[src/include/dnc_defines.svh]
/* Word widths, read-head limit, AXI register map and
   logistic pipeline depth for the free-gates subsystem */

`ifndef DNC_DEFINES_SVH
`define DNC_DEFINES_SVH

// Q4.12 sample format
`define DATA_SIZE 16
`define FRAC_BITS 12

// Read heads, one gate each
`define R_MAX    32
`define IDX_SIZE 5

// AXI4-Lite bus widths
`define AXI_ADDR_SIZE 12
`define AXI_DATA_SIZE 32

// Register map, byte addresses
`define CTRL_ADDR   12'h000
`define STATUS_ADDR 12'h004
`define LOGIT_BASE  12'h100
`define GATE_BASE   12'h200

// Cycles from logit in to gate out
`define LOGISTIC_LATENCY 2

`endif

[src/logic/dnc_types_pkg.sv]
/* Fixed-point logit and gate types, element index
   and status word layout */

`include "dnc_defines.svh"

package dnc_types_pkg;

  // Signed Q4.12, range -8.0 up to just below 8.0
  typedef logic signed [`DATA_SIZE-1:0] logit_t;

  // Unsigned Q4.12, only [0, 1] is ever produced
  typedef logic [`DATA_SIZE-1:0] gate_t;

  // Element index, 0 .. R-1
  typedef logic [`IDX_SIZE-1:0] gate_idx_t;

  // 1.0 in gate format
  localparam gate_t GATE_ONE = gate_t'(1 << `FRAC_BITS);

  // Status word, bit 1 done and bit 0 busy
  typedef struct packed {
    logic done;
    logic busy;
  } status_t;

endpackage

[src/logic/axi_lite_pkg.sv]
/* AXI4-Lite response codes, register regions,
   write-data union and address decode */

`include "dnc_defines.svh"

package axi_lite_pkg;

  typedef enum logic [1:0] {
    AXI_OKAY   = 2'b00,
    AXI_SLVERR = 2'b10
  } axi_resp_t;

  typedef enum logic [2:0] {
    REGION_CTRL,
    REGION_STATUS,
    REGION_LOGIT,
    REGION_GATE,
    REGION_NONE
  } axi_region_t;

  // One write word, read as control or as a logit sample
  typedef union packed {
    struct packed {
      logic                                 start;
      logic [`AXI_DATA_SIZE-`IDX_SIZE-3:0] reserved;
      logic [`IDX_SIZE:0]                   size;
    } ctrl;
    struct packed {
      logic [`AXI_DATA_SIZE-`DATA_SIZE-1:0] reserved;
      logic [`DATA_SIZE-1:0]                logit;
    } sample;
  } axi_wdata_u;

  //////////////////////////////////////////////////
  // Address decode
  //////////////////////////////////////////////////

  function automatic axi_region_t decode_region(input logic [`AXI_ADDR_SIZE-1:0] addr);
    logic [`AXI_ADDR_SIZE-1:0] base;
    // Strip the word index inside a 32-entry array
    base = addr & ~`AXI_ADDR_SIZE'((`R_MAX << 2) - 1);
    // Only whole words are mapped
    if (addr[1:0] != 2'b00) return REGION_NONE;
    if (addr == `CTRL_ADDR) return REGION_CTRL;
    if (addr == `STATUS_ADDR) return REGION_STATUS;
    if (base == `LOGIT_BASE) return REGION_LOGIT;
    if (base == `GATE_BASE) return REGION_GATE;
    return REGION_NONE;
  endfunction

endpackage

[src/logic/gate_stream_if.sv]
/* Element stream, one logit or gate per cycle */

`include "dnc_defines.svh"

interface gate_stream_if import dnc_types_pkg::*; ();

  // No ready, every cycle with valid high is a transfer
  logic                  valid;
  gate_idx_t             idx;
  // Marks element R-1
  logic                  last;
  // Logit on the input side, gate on the output side
  logic [`DATA_SIZE-1:0] data;

  modport source (
    output valid, idx, last, data
  );

  modport sink (
    input valid, idx, last, data
  );

endinterface

[src/logic/dnc_gate_loader.sv]
/* Input side: AXI4-Lite write channel, logit memory,
   size register and element streaming after start */

`include "dnc_defines.svh"

module dnc_gate_loader import dnc_types_pkg::*, axi_lite_pkg::*; (
  input  logic                      clk,
  input  logic                      reset,
  input  logic [`AXI_ADDR_SIZE-1:0] awaddr,
  input  logic                      awvalid,
  input  logic [`AXI_DATA_SIZE-1:0] wdata,
  input  logic                      wvalid,
  input  logic                      bready,
  output logic                      awready,
  output logic                      wready,
  output logic                      bvalid,
  output axi_resp_t                 bresp,
  input  logic                      busy,
  output logic                      streaming,
  gate_stream_if.source             logit_stream
);

  logit_t             logit_mem [`R_MAX];
  logic [`IDX_SIZE:0] size_q;
  gate_idx_t          idx_q;
  logic               accept_q;
  logic               wr_fire;
  axi_region_t        wr_region;
  axi_wdata_u         wr_word;
  logic               size_ok;
  logic               wr_ok;

  //////////////////////////////////////////////////
  // Write decode
  //////////////////////////////////////////////////

  // AW and W taken together, one cycle of ready
  assign awready = accept_q;
  assign wready  = accept_q;
  assign wr_fire = accept_q && awvalid && wvalid;

  assign wr_region = decode_region(awaddr);
  assign wr_word   = wdata;

  // R must be 1 .. R_MAX
  assign size_ok = (wr_word.ctrl.size != '0) && (wr_word.ctrl.size <= `R_MAX);

  always_comb begin
    case (wr_region)
      // Control without start is a harmless no-op
      REGION_CTRL:  wr_ok = !busy && (!wr_word.ctrl.start || size_ok);
      REGION_LOGIT: wr_ok = !busy;
      // Status, gates and holes are read-only or unmapped
      default:      wr_ok = 1'b0;
    endcase
  end

  //////////////////////////////////////////////////
  // Handshake, storage and streaming
  //////////////////////////////////////////////////

  always_ff @(posedge clk) begin
    if (reset) begin
      accept_q  <= 1'b0;
      bvalid    <= 1'b0;
      bresp     <= AXI_OKAY;
      size_q    <= '0;
      idx_q     <= '0;
      streaming <= 1'b0;
      for (int i = 0; i < `R_MAX; i++) begin
        logit_mem[i] <= '0;
      end
    end else begin
      // No new request while a B response is pending
      accept_q <= awvalid && wvalid && !accept_q && !bvalid;

      if (wr_fire) begin
        bvalid <= 1'b1;
        if (wr_ok) begin
          bresp <= AXI_OKAY;
        end else begin
          bresp <= AXI_SLVERR;
        end
      end else if (bvalid && bready) begin
        bvalid <= 1'b0;
      end

      // Walk the stored logits, one per cycle
      if (streaming) begin
        if (logit_stream.last) begin
          streaming <= 1'b0;
        end else begin
          idx_q <= idx_q + 1'b1;
        end
      end

      // wr_ok implies not busy, so never overlaps streaming
      if (wr_fire && wr_ok) begin
        if (wr_region == REGION_LOGIT) begin
          logit_mem[awaddr[`IDX_SIZE+1:2]] <= logit_t'(wr_word.sample.logit);
        end else if (wr_word.ctrl.start) begin
          size_q    <= wr_word.ctrl.size;
          idx_q     <= '0;
          streaming <= 1'b1;
        end
      end
    end
  end

  assign logit_stream.valid = streaming;
  assign logit_stream.idx   = idx_q;
  assign logit_stream.last  = ({1'b0, idx_q} == size_q - 1'b1);
  assign logit_stream.data  = logit_mem[idx_q];

  // Never streams past the requested R
  a_idx_in_range: assert property (
    @(posedge clk) disable iff (reset)
    logit_stream.valid |-> ({1'b0, logit_stream.idx} < size_q)
  );

endmodule

[src/logic/ntm_logistic_function.sv]
/* Two-stage piecewise-linear sigmoid on one Q4.12 sample */

`include "dnc_defines.svh"

module ntm_logistic_function import dnc_types_pkg::*; (
  input  logic   clk,
  input  logic   reset,
  input  logic   in_valid,
  input  logit_t in_data,
  output logic   out_valid,
  output gate_t  out_data
);

  // Segment codes, ordered by |x|
  localparam logic [1:0] SEG_LOW  = 2'd0;
  localparam logic [1:0] SEG_MID  = 2'd1;
  localparam logic [1:0] SEG_HIGH = 2'd2;
  localparam logic [1:0] SEG_SAT  = 2'd3;

  // Breakpoints 2.375 and 5.0
  localparam gate_t X_MID_END = gate_t'(19 << (`FRAC_BITS - 3));
  localparam gate_t X_SAT     = gate_t'(5 << `FRAC_BITS);

  // Offsets 0.5, 0.625 and 0.84375
  localparam gate_t OFS_LOW  = gate_t'(1 << (`FRAC_BITS - 1));
  localparam gate_t OFS_MID  = gate_t'(5 << (`FRAC_BITS - 3));
  localparam gate_t OFS_HIGH = gate_t'(27 << (`FRAC_BITS - 5));

  gate_t      abs_x;
  logic [1:0] seg;
  logic       s1_valid;
  gate_t      s1_abs;
  logic       s1_neg;
  logic [1:0] s1_seg;
  gate_t      y_pos;

  //////////////////////////////////////////////////
  // Stage one, magnitude and segment
  //////////////////////////////////////////////////

  // -8.0 maps to 0x8000, still right as unsigned
  assign abs_x = in_data[`DATA_SIZE-1] ? gate_t'(-in_data) : gate_t'(in_data);

  always_comb begin
    if (abs_x >= X_SAT) seg = SEG_SAT;
    else if (abs_x >= X_MID_END) seg = SEG_HIGH;
    else if (abs_x >= GATE_ONE) seg = SEG_MID;
    else seg = SEG_LOW;
  end

  //////////////////////////////////////////////////
  // Stage two, slope, offset and mirror
  //////////////////////////////////////////////////

  // Shifts truncate toward zero on the magnitude
  always_comb begin
    case (s1_seg)
      SEG_LOW:  y_pos = (s1_abs >> 2) + OFS_LOW;
      SEG_MID:  y_pos = (s1_abs >> 3) + OFS_MID;
      SEG_HIGH: y_pos = (s1_abs >> 5) + OFS_HIGH;
      default:  y_pos = GATE_ONE;
    endcase
  end

  always_ff @(posedge clk) begin
    if (reset) begin
      s1_valid  <= 1'b0;
      out_valid <= 1'b0;
    end else begin
      s1_valid  <= in_valid;
      out_valid <= s1_valid;
    end
  end

  // Data path
  always_ff @(posedge clk) begin
    s1_abs <= abs_x;
    s1_neg <= in_data[`DATA_SIZE-1];
    s1_seg <= seg;
    // sigmoid(-x) = 1 - sigmoid(x)
    out_data <= s1_neg ? GATE_ONE - y_pos : y_pos;
  end

  a_gate_bounded: assert property (
    @(posedge clk) disable iff (reset)
    out_valid |-> (out_data <= GATE_ONE)
  );

endmodule

[src/logic/dnc_free_gates.sv]
/* Free-gate processing: logistic unit with idx/last
   sideband and in-flight tracking */

`include "dnc_defines.svh"

module dnc_free_gates import dnc_types_pkg::*; (
  input  logic          clk,
  input  logic          reset,
  gate_stream_if.sink   logit_in,
  gate_stream_if.source gate_out,
  output logic          busy
);

  // Sideband delay line, matched to the logistic unit
  gate_idx_t idx_pipe  [`LOGISTIC_LATENCY];
  logic      last_pipe [`LOGISTIC_LATENCY];

  logic [$clog2(`LOGISTIC_LATENCY+1)-1:0] inflight;

  gate_t gate_value;
  logic  gate_valid;

  // f(i) = sigmoid(logit(i))
  ntm_logistic_function logistic_function (
    .clk       (clk),
    .reset     (reset),
    .in_valid  (logit_in.valid),
    .in_data   (logit_t'(logit_in.data)),
    .out_valid (gate_valid),
    .out_data  (gate_value)
  );

  always_ff @(posedge clk) begin
    idx_pipe[0]  <= logit_in.idx;
    last_pipe[0] <= logit_in.last;
    for (int i = 1; i < `LOGISTIC_LATENCY; i++) begin
      idx_pipe[i]  <= idx_pipe[i-1];
      last_pipe[i] <= last_pipe[i-1];
    end
  end

  // Elements entered minus elements left
  always_ff @(posedge clk) begin
    if (reset) begin
      inflight <= '0;
    end else begin
      case ({logit_in.valid, gate_valid})
        2'b10:   inflight <= inflight + 1'b1;
        2'b01:   inflight <= inflight - 1'b1;
        default: inflight <= inflight;
      endcase
    end
  end

  // High from the first input until the last result leaves
  assign busy = logit_in.valid || (inflight != '0);

  assign gate_out.valid = gate_valid;
  assign gate_out.idx   = idx_pipe[`LOGISTIC_LATENCY-1];
  assign gate_out.last  = last_pipe[`LOGISTIC_LATENCY-1];
  assign gate_out.data  = gate_value;

  a_inflight_max: assert property (
    @(posedge clk) disable iff (reset)
    inflight <= `LOGISTIC_LATENCY
  );

endmodule

[src/logic/dnc_gate_collector.sv]
/* Output side: gate result memory, done flag and
   AXI4-Lite read channel for status and gates */

`include "dnc_defines.svh"

module dnc_gate_collector import dnc_types_pkg::*, axi_lite_pkg::*; (
  input  logic                      clk,
  input  logic                      reset,
  gate_stream_if.sink               gate_in,
  input  logic                      start_seen,
  input  logic                      busy,
  input  logic [`AXI_ADDR_SIZE-1:0] araddr,
  input  logic                      arvalid,
  input  logic                      rready,
  output logic                      arready,
  output logic                      rvalid,
  output logic [`AXI_DATA_SIZE-1:0] rdata,
  output axi_resp_t                 rresp
);

  gate_t                     gate_mem [`R_MAX];
  logic                      done;
  status_t                   status;
  logic                      ar_accept_q;
  logic                      rd_fire;
  axi_region_t               rd_region;
  logic [`AXI_DATA_SIZE-1:0] rd_data;
  axi_resp_t                 rd_resp;

  //////////////////////////////////////////////////
  // Result capture
  //////////////////////////////////////////////////

  always_ff @(posedge clk) begin
    if (reset) begin
      done <= 1'b0;
      for (int i = 0; i < `R_MAX; i++) begin
        gate_mem[i] <= '0;
      end
    end else begin
      if (start_seen) begin
        done <= 1'b0;
      end
      if (gate_in.valid) begin
        gate_mem[gate_in.idx] <= gate_in.data;
        // Done in the same cycle as the last gate
        if (gate_in.last) begin
          done <= 1'b1;
        end
      end
    end
  end

  assign status = '{done: done, busy: busy};

  //////////////////////////////////////////////////
  // Read channel
  //////////////////////////////////////////////////

  assign arready   = ar_accept_q;
  assign rd_fire   = ar_accept_q && arvalid;
  assign rd_region = decode_region(araddr);

  // Logits and control are write-only
  always_comb begin
    rd_data = '0;
    rd_resp = AXI_OKAY;
    case (rd_region)
      REGION_STATUS: rd_data = `AXI_DATA_SIZE'(status);
      REGION_GATE:   rd_data = `AXI_DATA_SIZE'(gate_mem[araddr[`IDX_SIZE+1:2]]);
      default:       rd_resp = AXI_SLVERR;
    endcase
  end

  always_ff @(posedge clk) begin
    if (reset) begin
      ar_accept_q <= 1'b0;
      rvalid      <= 1'b0;
      rresp       <= AXI_OKAY;
    end else begin
      // Hold off AR while an R beat is waiting
      ar_accept_q <= arvalid && !ar_accept_q && !rvalid;
      if (rd_fire) begin
        rvalid <= 1'b1;
        rresp  <= rd_resp;
      end else if (rvalid && rready) begin
        rvalid <= 1'b0;
      end
    end
  end

  // Captured once per request
  always_ff @(posedge clk) begin
    if (rd_fire) begin
      rdata <= rd_data;
    end
  end

  a_rdata_hold: assert property (
    @(posedge clk) disable iff (reset)
    (rvalid && !rready) |=> (rvalid && $stable(rdata))
  );

endmodule

[src/logic/dnc_free_gates_top.sv]
/* Free-gates subsystem top: AXI4-Lite slave ports,
   loader, logistic processing and collector */

`include "dnc_defines.svh"

module dnc_free_gates_top (
  input  logic                      clk,
  input  logic                      reset,
  // Write address and data
  input  logic [`AXI_ADDR_SIZE-1:0] awaddr,
  input  logic                      awvalid,
  output logic                      awready,
  input  logic [`AXI_DATA_SIZE-1:0] wdata,
  input  logic                      wvalid,
  output logic                      wready,
  // Write response
  output logic                      bvalid,
  input  logic                      bready,
  output logic [1:0]                bresp,
  // Read address and data
  input  logic [`AXI_ADDR_SIZE-1:0] araddr,
  input  logic                      arvalid,
  output logic                      arready,
  output logic                      rvalid,
  input  logic                      rready,
  output logic [`AXI_DATA_SIZE-1:0] rdata,
  output logic [1:0]                rresp
);

  gate_stream_if logit_stream ();
  gate_stream_if gate_stream ();

  logic streaming;
  logic free_gates_busy;
  logic busy;
  logic start_seen;

  // Loader streaming or elements still in the logistic unit
  assign busy = streaming || free_gates_busy;

  // Element 0 leaving the loader marks a new run
  assign start_seen = logit_stream.valid && (logit_stream.idx == '0);

  dnc_gate_loader gate_loader (
    .clk, .reset,
    .awaddr, .awvalid, .awready,
    .wdata, .wvalid, .wready,
    .bvalid, .bready, .bresp,
    .busy, .streaming,
    .logit_stream (logit_stream)
  );

  dnc_free_gates free_gates (
    .clk, .reset,
    .logit_in (logit_stream),
    .gate_out (gate_stream),
    .busy     (free_gates_busy)
  );

  dnc_gate_collector gate_collector (
    .clk, .reset,
    .gate_in (gate_stream),
    .start_seen, .busy,
    .araddr, .arvalid, .arready,
    .rvalid, .rready, .rdata, .rresp
  );

endmodule

[config.mk]
export PLATFORM = sky130hd
export DESIGN_NAME = dnc_free_gates_top
export DESIGN_NICKNAME = d
export VERILOG_FILES = /design/src/logic/dnc_types_pkg.sv /design/src/logic/axi_lite_pkg.sv /design/src/logic/gate_stream_if.sv /design/src/logic/dnc_gate_loader.sv /design/src/logic/ntm_logistic_function.sv /design/src/logic/dnc_free_gates.sv /design/src/logic/dnc_gate_collector.sv /design/src/logic/dnc_free_gates_top.sv
export VERILOG_INCLUDE_DIRS = /design/src /design/src/include
export SDC_FILE = /design/constraint.sdc
export NUM_CORES = 2
export LEC_CHECK = 0
export BUFFER_PORTS_ARGS = -buffer_cell sky130_fd_sc_hd__buf_2
export CAP_MARGIN = 10
export CORE_ASPECT_RATIO = 2
export CORE_MARGIN = 2
export CORE_UTILIZATION = 63
export CTS_CLUSTER_DIAMETER = 30
export DETAILED_ROUTE_END_ITERATION = 10
export PLACE_DENSITY = 0.87
export SYNTH_ARGS = -nofsm -noshare
export SYNTH_HDL_FRONTEND = slang
export SYNTH_HIERARCHICAL = 1
export SYNTH_SLANG_ARGS = --single-unit
[constraint.sdc]
create_clock -name clk -period 5.95 [get_ports clk]
set_clock_uncertainty 0.1 [all_clocks]
set_input_delay 0.2975 -clock clk [delete_from_list [all_inputs] [get_ports clk]]
set_output_delay 0.2975 -clock clk [all_outputs]
set_load 0.03 [all_outputs]
==> run_results.csv <==
group,metric,value,unit
worst_setup_path,crit_required,6.46,ns
power,ir_drop,388,uV
worst_setup_path,reg2reg_to,"free_gates/logistic_function/s1_seg[1]",
sta,setup_viol,0,
floorplanning,dieArea,81000,um^2
place,routabilityCongestion,0.903,
cells_and_area,nets,3455,
cells_and_area,area_growth,11.5,%
detailed_routing,drt_iter0_drc,3570,
power,switchingPower,4.28,mW
detailed_routing,wirelength,134000,um
worst_setup_path,cpMostUsedCell,"mux4_2",
worst_setup_path,endpoint,"free_gates/logistic_function/s1_seg[1]",
worst_hold_path,hold_path_class,"primary input to flop",
worst_setup_path,cp-end-kind,"flop",
global_route,overflow,0,
detailed_routing,drc_errors,0,
synthesis,synth_top_cell_by_area,"edfxtp_1",
clock_network,h-tree-depth,3,
worst_setup_path,startpoint,"gate_loader/logit_stream.idx[0]",
synthesis,synth_flop_cell,"edfxtp_1",
clock_network,post_cts_buffers,0,
floorplanning,die_height,401,um
sta,worst_slack,1.05,ns
power,p_int,13.4,mW
sta,relSlewSlack,0.107,
synthesis,synthArstFlopShare,0,
synthesis,yosysSeqAreaShare,0.658,
detailed_routing,vias,29703,
sta,slew_violations,0,
floorplanning,rows,145,
clock_network,clk_latency,0.73,ns
place,dp_slack,1.07,ns
sta,hold_violations,0,
floorplanning,core,78000,um^2
global_route,grt_pass1_wl,197000,um
power,p_sw_frac,0.241,
sta,fin_crit,4.90,ns
cells_and_area,multi_input_area,15800,um^2
flow_run,maxCapViolCount,0,
cells_and_area,n_antenna_cell,0,
worst_setup_path,startpoint_type,"flop",
power,clkPwrFrac,0.423,
floorplanning,ios,104,
cells_and_area,layout_commonest_cell,"edfxtp_1",
worst_setup_path,worstPathArrival,5.42,ns
floorplanning,die_x,202,um
detailed_routing,dr.pass1.iters,6,
sta,final.setup.tns,0,ns
power,p_leak,18.8,nW
worst_setup_path,timing.rr.start,"gate_loader/logit_stream.idx[0]",
worst_setup_path,cp_max_fo,41,
worst_setup_path,critPathKind,"flop to flop",
synthesis,ys_ff_latch,1108,
cells_and_area,post-route-util,0.708,
global_route,grt_pass1_vias,31106,
clock_network,clock-sinks,1108,
synthesis,postSynthAreaPerCell,14.9,um^2
sta,tightest_slew,1.34,ns
place,hpwl,83000,um
clock_network,path_clk_slew,0.06,ns
cells_and_area,fill_cells,4697,
worst_setup_path,crit_buf_inv,1,
global_route,antenna_found_initial,0,
sta,holdWs,0.0428,ns
worst_setup_path,worstSetupPathDepth,10,
cells_and_area,seqCellArea,32600,um^2
global_route,grt_max_degree,76,
detailed_routing,vias_per_cell,6.59,
detailed_routing,antenna_left,0,
detailed_routing,wl_per_cell,29.7,um
outcome,status,"completed",
power,power.density,321,nW/um^2
synthesis,synth_cells,3336,
worst_setup_path,crit_path_top_delay_cell,"dfxtp_4",
power,p_seq_frac,0.510,
cells_and_area,layout_common_cells,"edfxtp_1 (1040), nor2_1 (574), and2_1 (521), mux4_2 (288), clkbuf_16 (116)",
clock_network,cts_tree,"built",
sta,fmax,204,MHz
synthesis,yosys_warnings,6,
synthesis,yosys.area.top_type_share,0.630,
synthesis,synth-edff-count,1040,
floorplanning,start_util,0.635,
synthesis,syn_area,49500,um^2
worst_setup_path,crit_family,"multiplexers",
worst_setup_path,reg2reg_setup_slack,1.05,ns
sta,fin_crit_sh,0.824,
clock_network,cts_made_buffers,114,
synthesis,synth.distinct_cells,67,
worst_setup_path,critPathMaxStageDelay,0.96,ns
global_route,track_usage,0.337,
worst_setup_path,cp_cell_sequence,"buf_4 -> mux4_2 -> mux4_2 -> mux2_2 -> or4_1 -> or2_1 -> o41a_1 -> xnor2_2 -> o211ai_1 -> a211o_1",
clock_network,ctsRootBufferMaster,"clkbuf_16",
sta,rsz0062_at_grt,"no",
worst_setup_path,worst_r2r_path_depth,10,
power,pwr-share-comb,0.067,
place,port-buffer-count,70,
clock_network,cts_buffer_depth,3,
synthesis,netlist_top_cells_area,"edfxtp_1 (63%), mux4_2 (13%), and2_1 (6.6%)",
cells_and_area,drive_gt1_frac,0.219,
cells in the mapped netlist (27+ instances only):
cell type  instances
o21ai_0           46
buf_4             34
nor2_1           575
a21o_1            27
a22oi_1           27
dfxtp_1           68
mux4_2           288
or2_2             35
buf_2             56
and2_1           521
inv_1             28
edfxtp_1        1040
clkbuf_1         166
nand2_1           99
worst register-to-register path, cell delays in order, from the launching register on:
cell      delay [ns]
dfxtp_4         0.96
buf_4           0.51
mux4_2          0.56
mux4_2          0.46
mux2_2          0.33
or4_1           0.58
or2_1           0.30
o41a_1          0.37
xnor2_2         0.18
o211ai_1        0.13
a211o_1         0.31
cells by family after synthesis:
group / share of synthesized area
AO/OA/AOI/OAI: 0.0264
XOR/XNOR: 0.00634
adder cells (fa/ha/maj): 0.00278
buffers and inverters: 0.0273
flip-flops: 0.658
multiplexers: 0.141
other: 0.000152
AND/OR/NAND/NOR: 0.138
registers in the layout (all words and copies together), names as in the netlist:
| name | cells |
|---|---|
| gate_collector/gate_mem | 512 |
| gate_collector/rdata | 16 |
| free_gates/logistic_function/s1_abs | 14 |
| gate_loader/bvalid | 1 |
| gate_collector/rvalid | 1 |
| gate_loader/size_q | 6 |
| free_gates/idx_pipe | 10 |
| free_gates/logistic_function/s1_valid | 1 |
| gate_collector/rresp | 1 |
| free_gates/logistic_function/out_data | 16 |
| gate_loader/bresp | 1 |
| gate_loader/awready | 1 |
| gate_loader/logit_mem | 512 |
| free_gates/last_pipe | 2 |
| free_gates/logistic_function/out_valid | 1 |
| gate_loader/logit_stream.valid | 1 |
| gate_collector/arready | 1 |
| free_gates/logistic_function/s1_seg | 2 |
| gate_collector/done | 1 |
| free_gates/logistic_function/s1_neg | 1 |
| free_gates/inflight | 2 |
| gate_loader/logit_stream.idx | 5 |
worst min path at each step:
stage | slack [ns] | to | startpoint | depth (start not counted)
final | 0.04 | gate_loader/logit_mem[24][5] | awaddr[3] | 2
after global routing | 0.02 | gate_loader/logit_mem[24][5] | awaddr[3] | 2
after CTS | 0.002 | gate_loader/logit_mem[24][5] | awaddr[3] | 2
after detailed placement | 0.21 | free_gates/idx_pipe[0][6] | free_gates/idx_pipe[0][1] | 0
after global placement | 0.21 | free_gates/last_pipe[0][1] | free_gates/last_pipe[0][0] | 0
after floorplan | 0.21 | free_gates/idx_pipe[0][5] | free_gates/idx_pipe[0][0] | 0
final cells by class:
| class | instances | area share |
|---|---|---|
| clock buffer | 122 | 0.0530 |
| multi-input combinational | 1940 | 0.286 |
| timing repair buffer | 189 | 0.0259 |
| sequential | 1108 | 0.590 |
| clock inverter | 93 | 0.0199 |
| inverter | 28 | 0.00190 |
| tap | 1029 | 0.0233 |
per-layer routing:
metal / vias to the layer above / GRT usage / wire, um
met4: 0 / 0.295 / 14000
met1: 14520 / 0.348 / 37300
met5: - / 0 / 0
met2: 2170 / 0.584 / 69900
li1: 12339 / - / -
met3: 674 / 0.0608 / 12500
per-stage QoR:
| stage | total power [mW] | std cells | instance area (um^2) |
|---|---|---|---|
| 2_1_floorplan | 9.78 | 3352 | 49600 |
| 3_3_place_gp | 10.3 | 4269 | 50900 |
| 3_5_place_dp | 10.3 | 4269 | 50900 |
| 4_1_cts | 17.7 | 4506 | 55200 |
| 5_1_grt | 18.1 | 4509 | 55200 |
| 6_report | 17.7 | 4509 | 55200 |
power groups by stage:
stage / sequential, mW / combinational (mW) / clock (mW)
floorplan: 9.07 / 0.712 / 0
global placement: 9.17 / 1.08 / 0
detailed placement: 9.21 / 1.09 / 0
CTS: 9.05 / 1.12 / 7.55
global route: 9.06 / 1.21 / 7.87
finish: 9.04 / 1.18 / 7.50
repair_timing:
action / in CTS / in global routing
gates resized for setup: 0 / 0
endpoints found under the hold margin: 27 / 0
hold buffers: 22 / 0
Note: power is estimated with default switching activity, not from simulation.
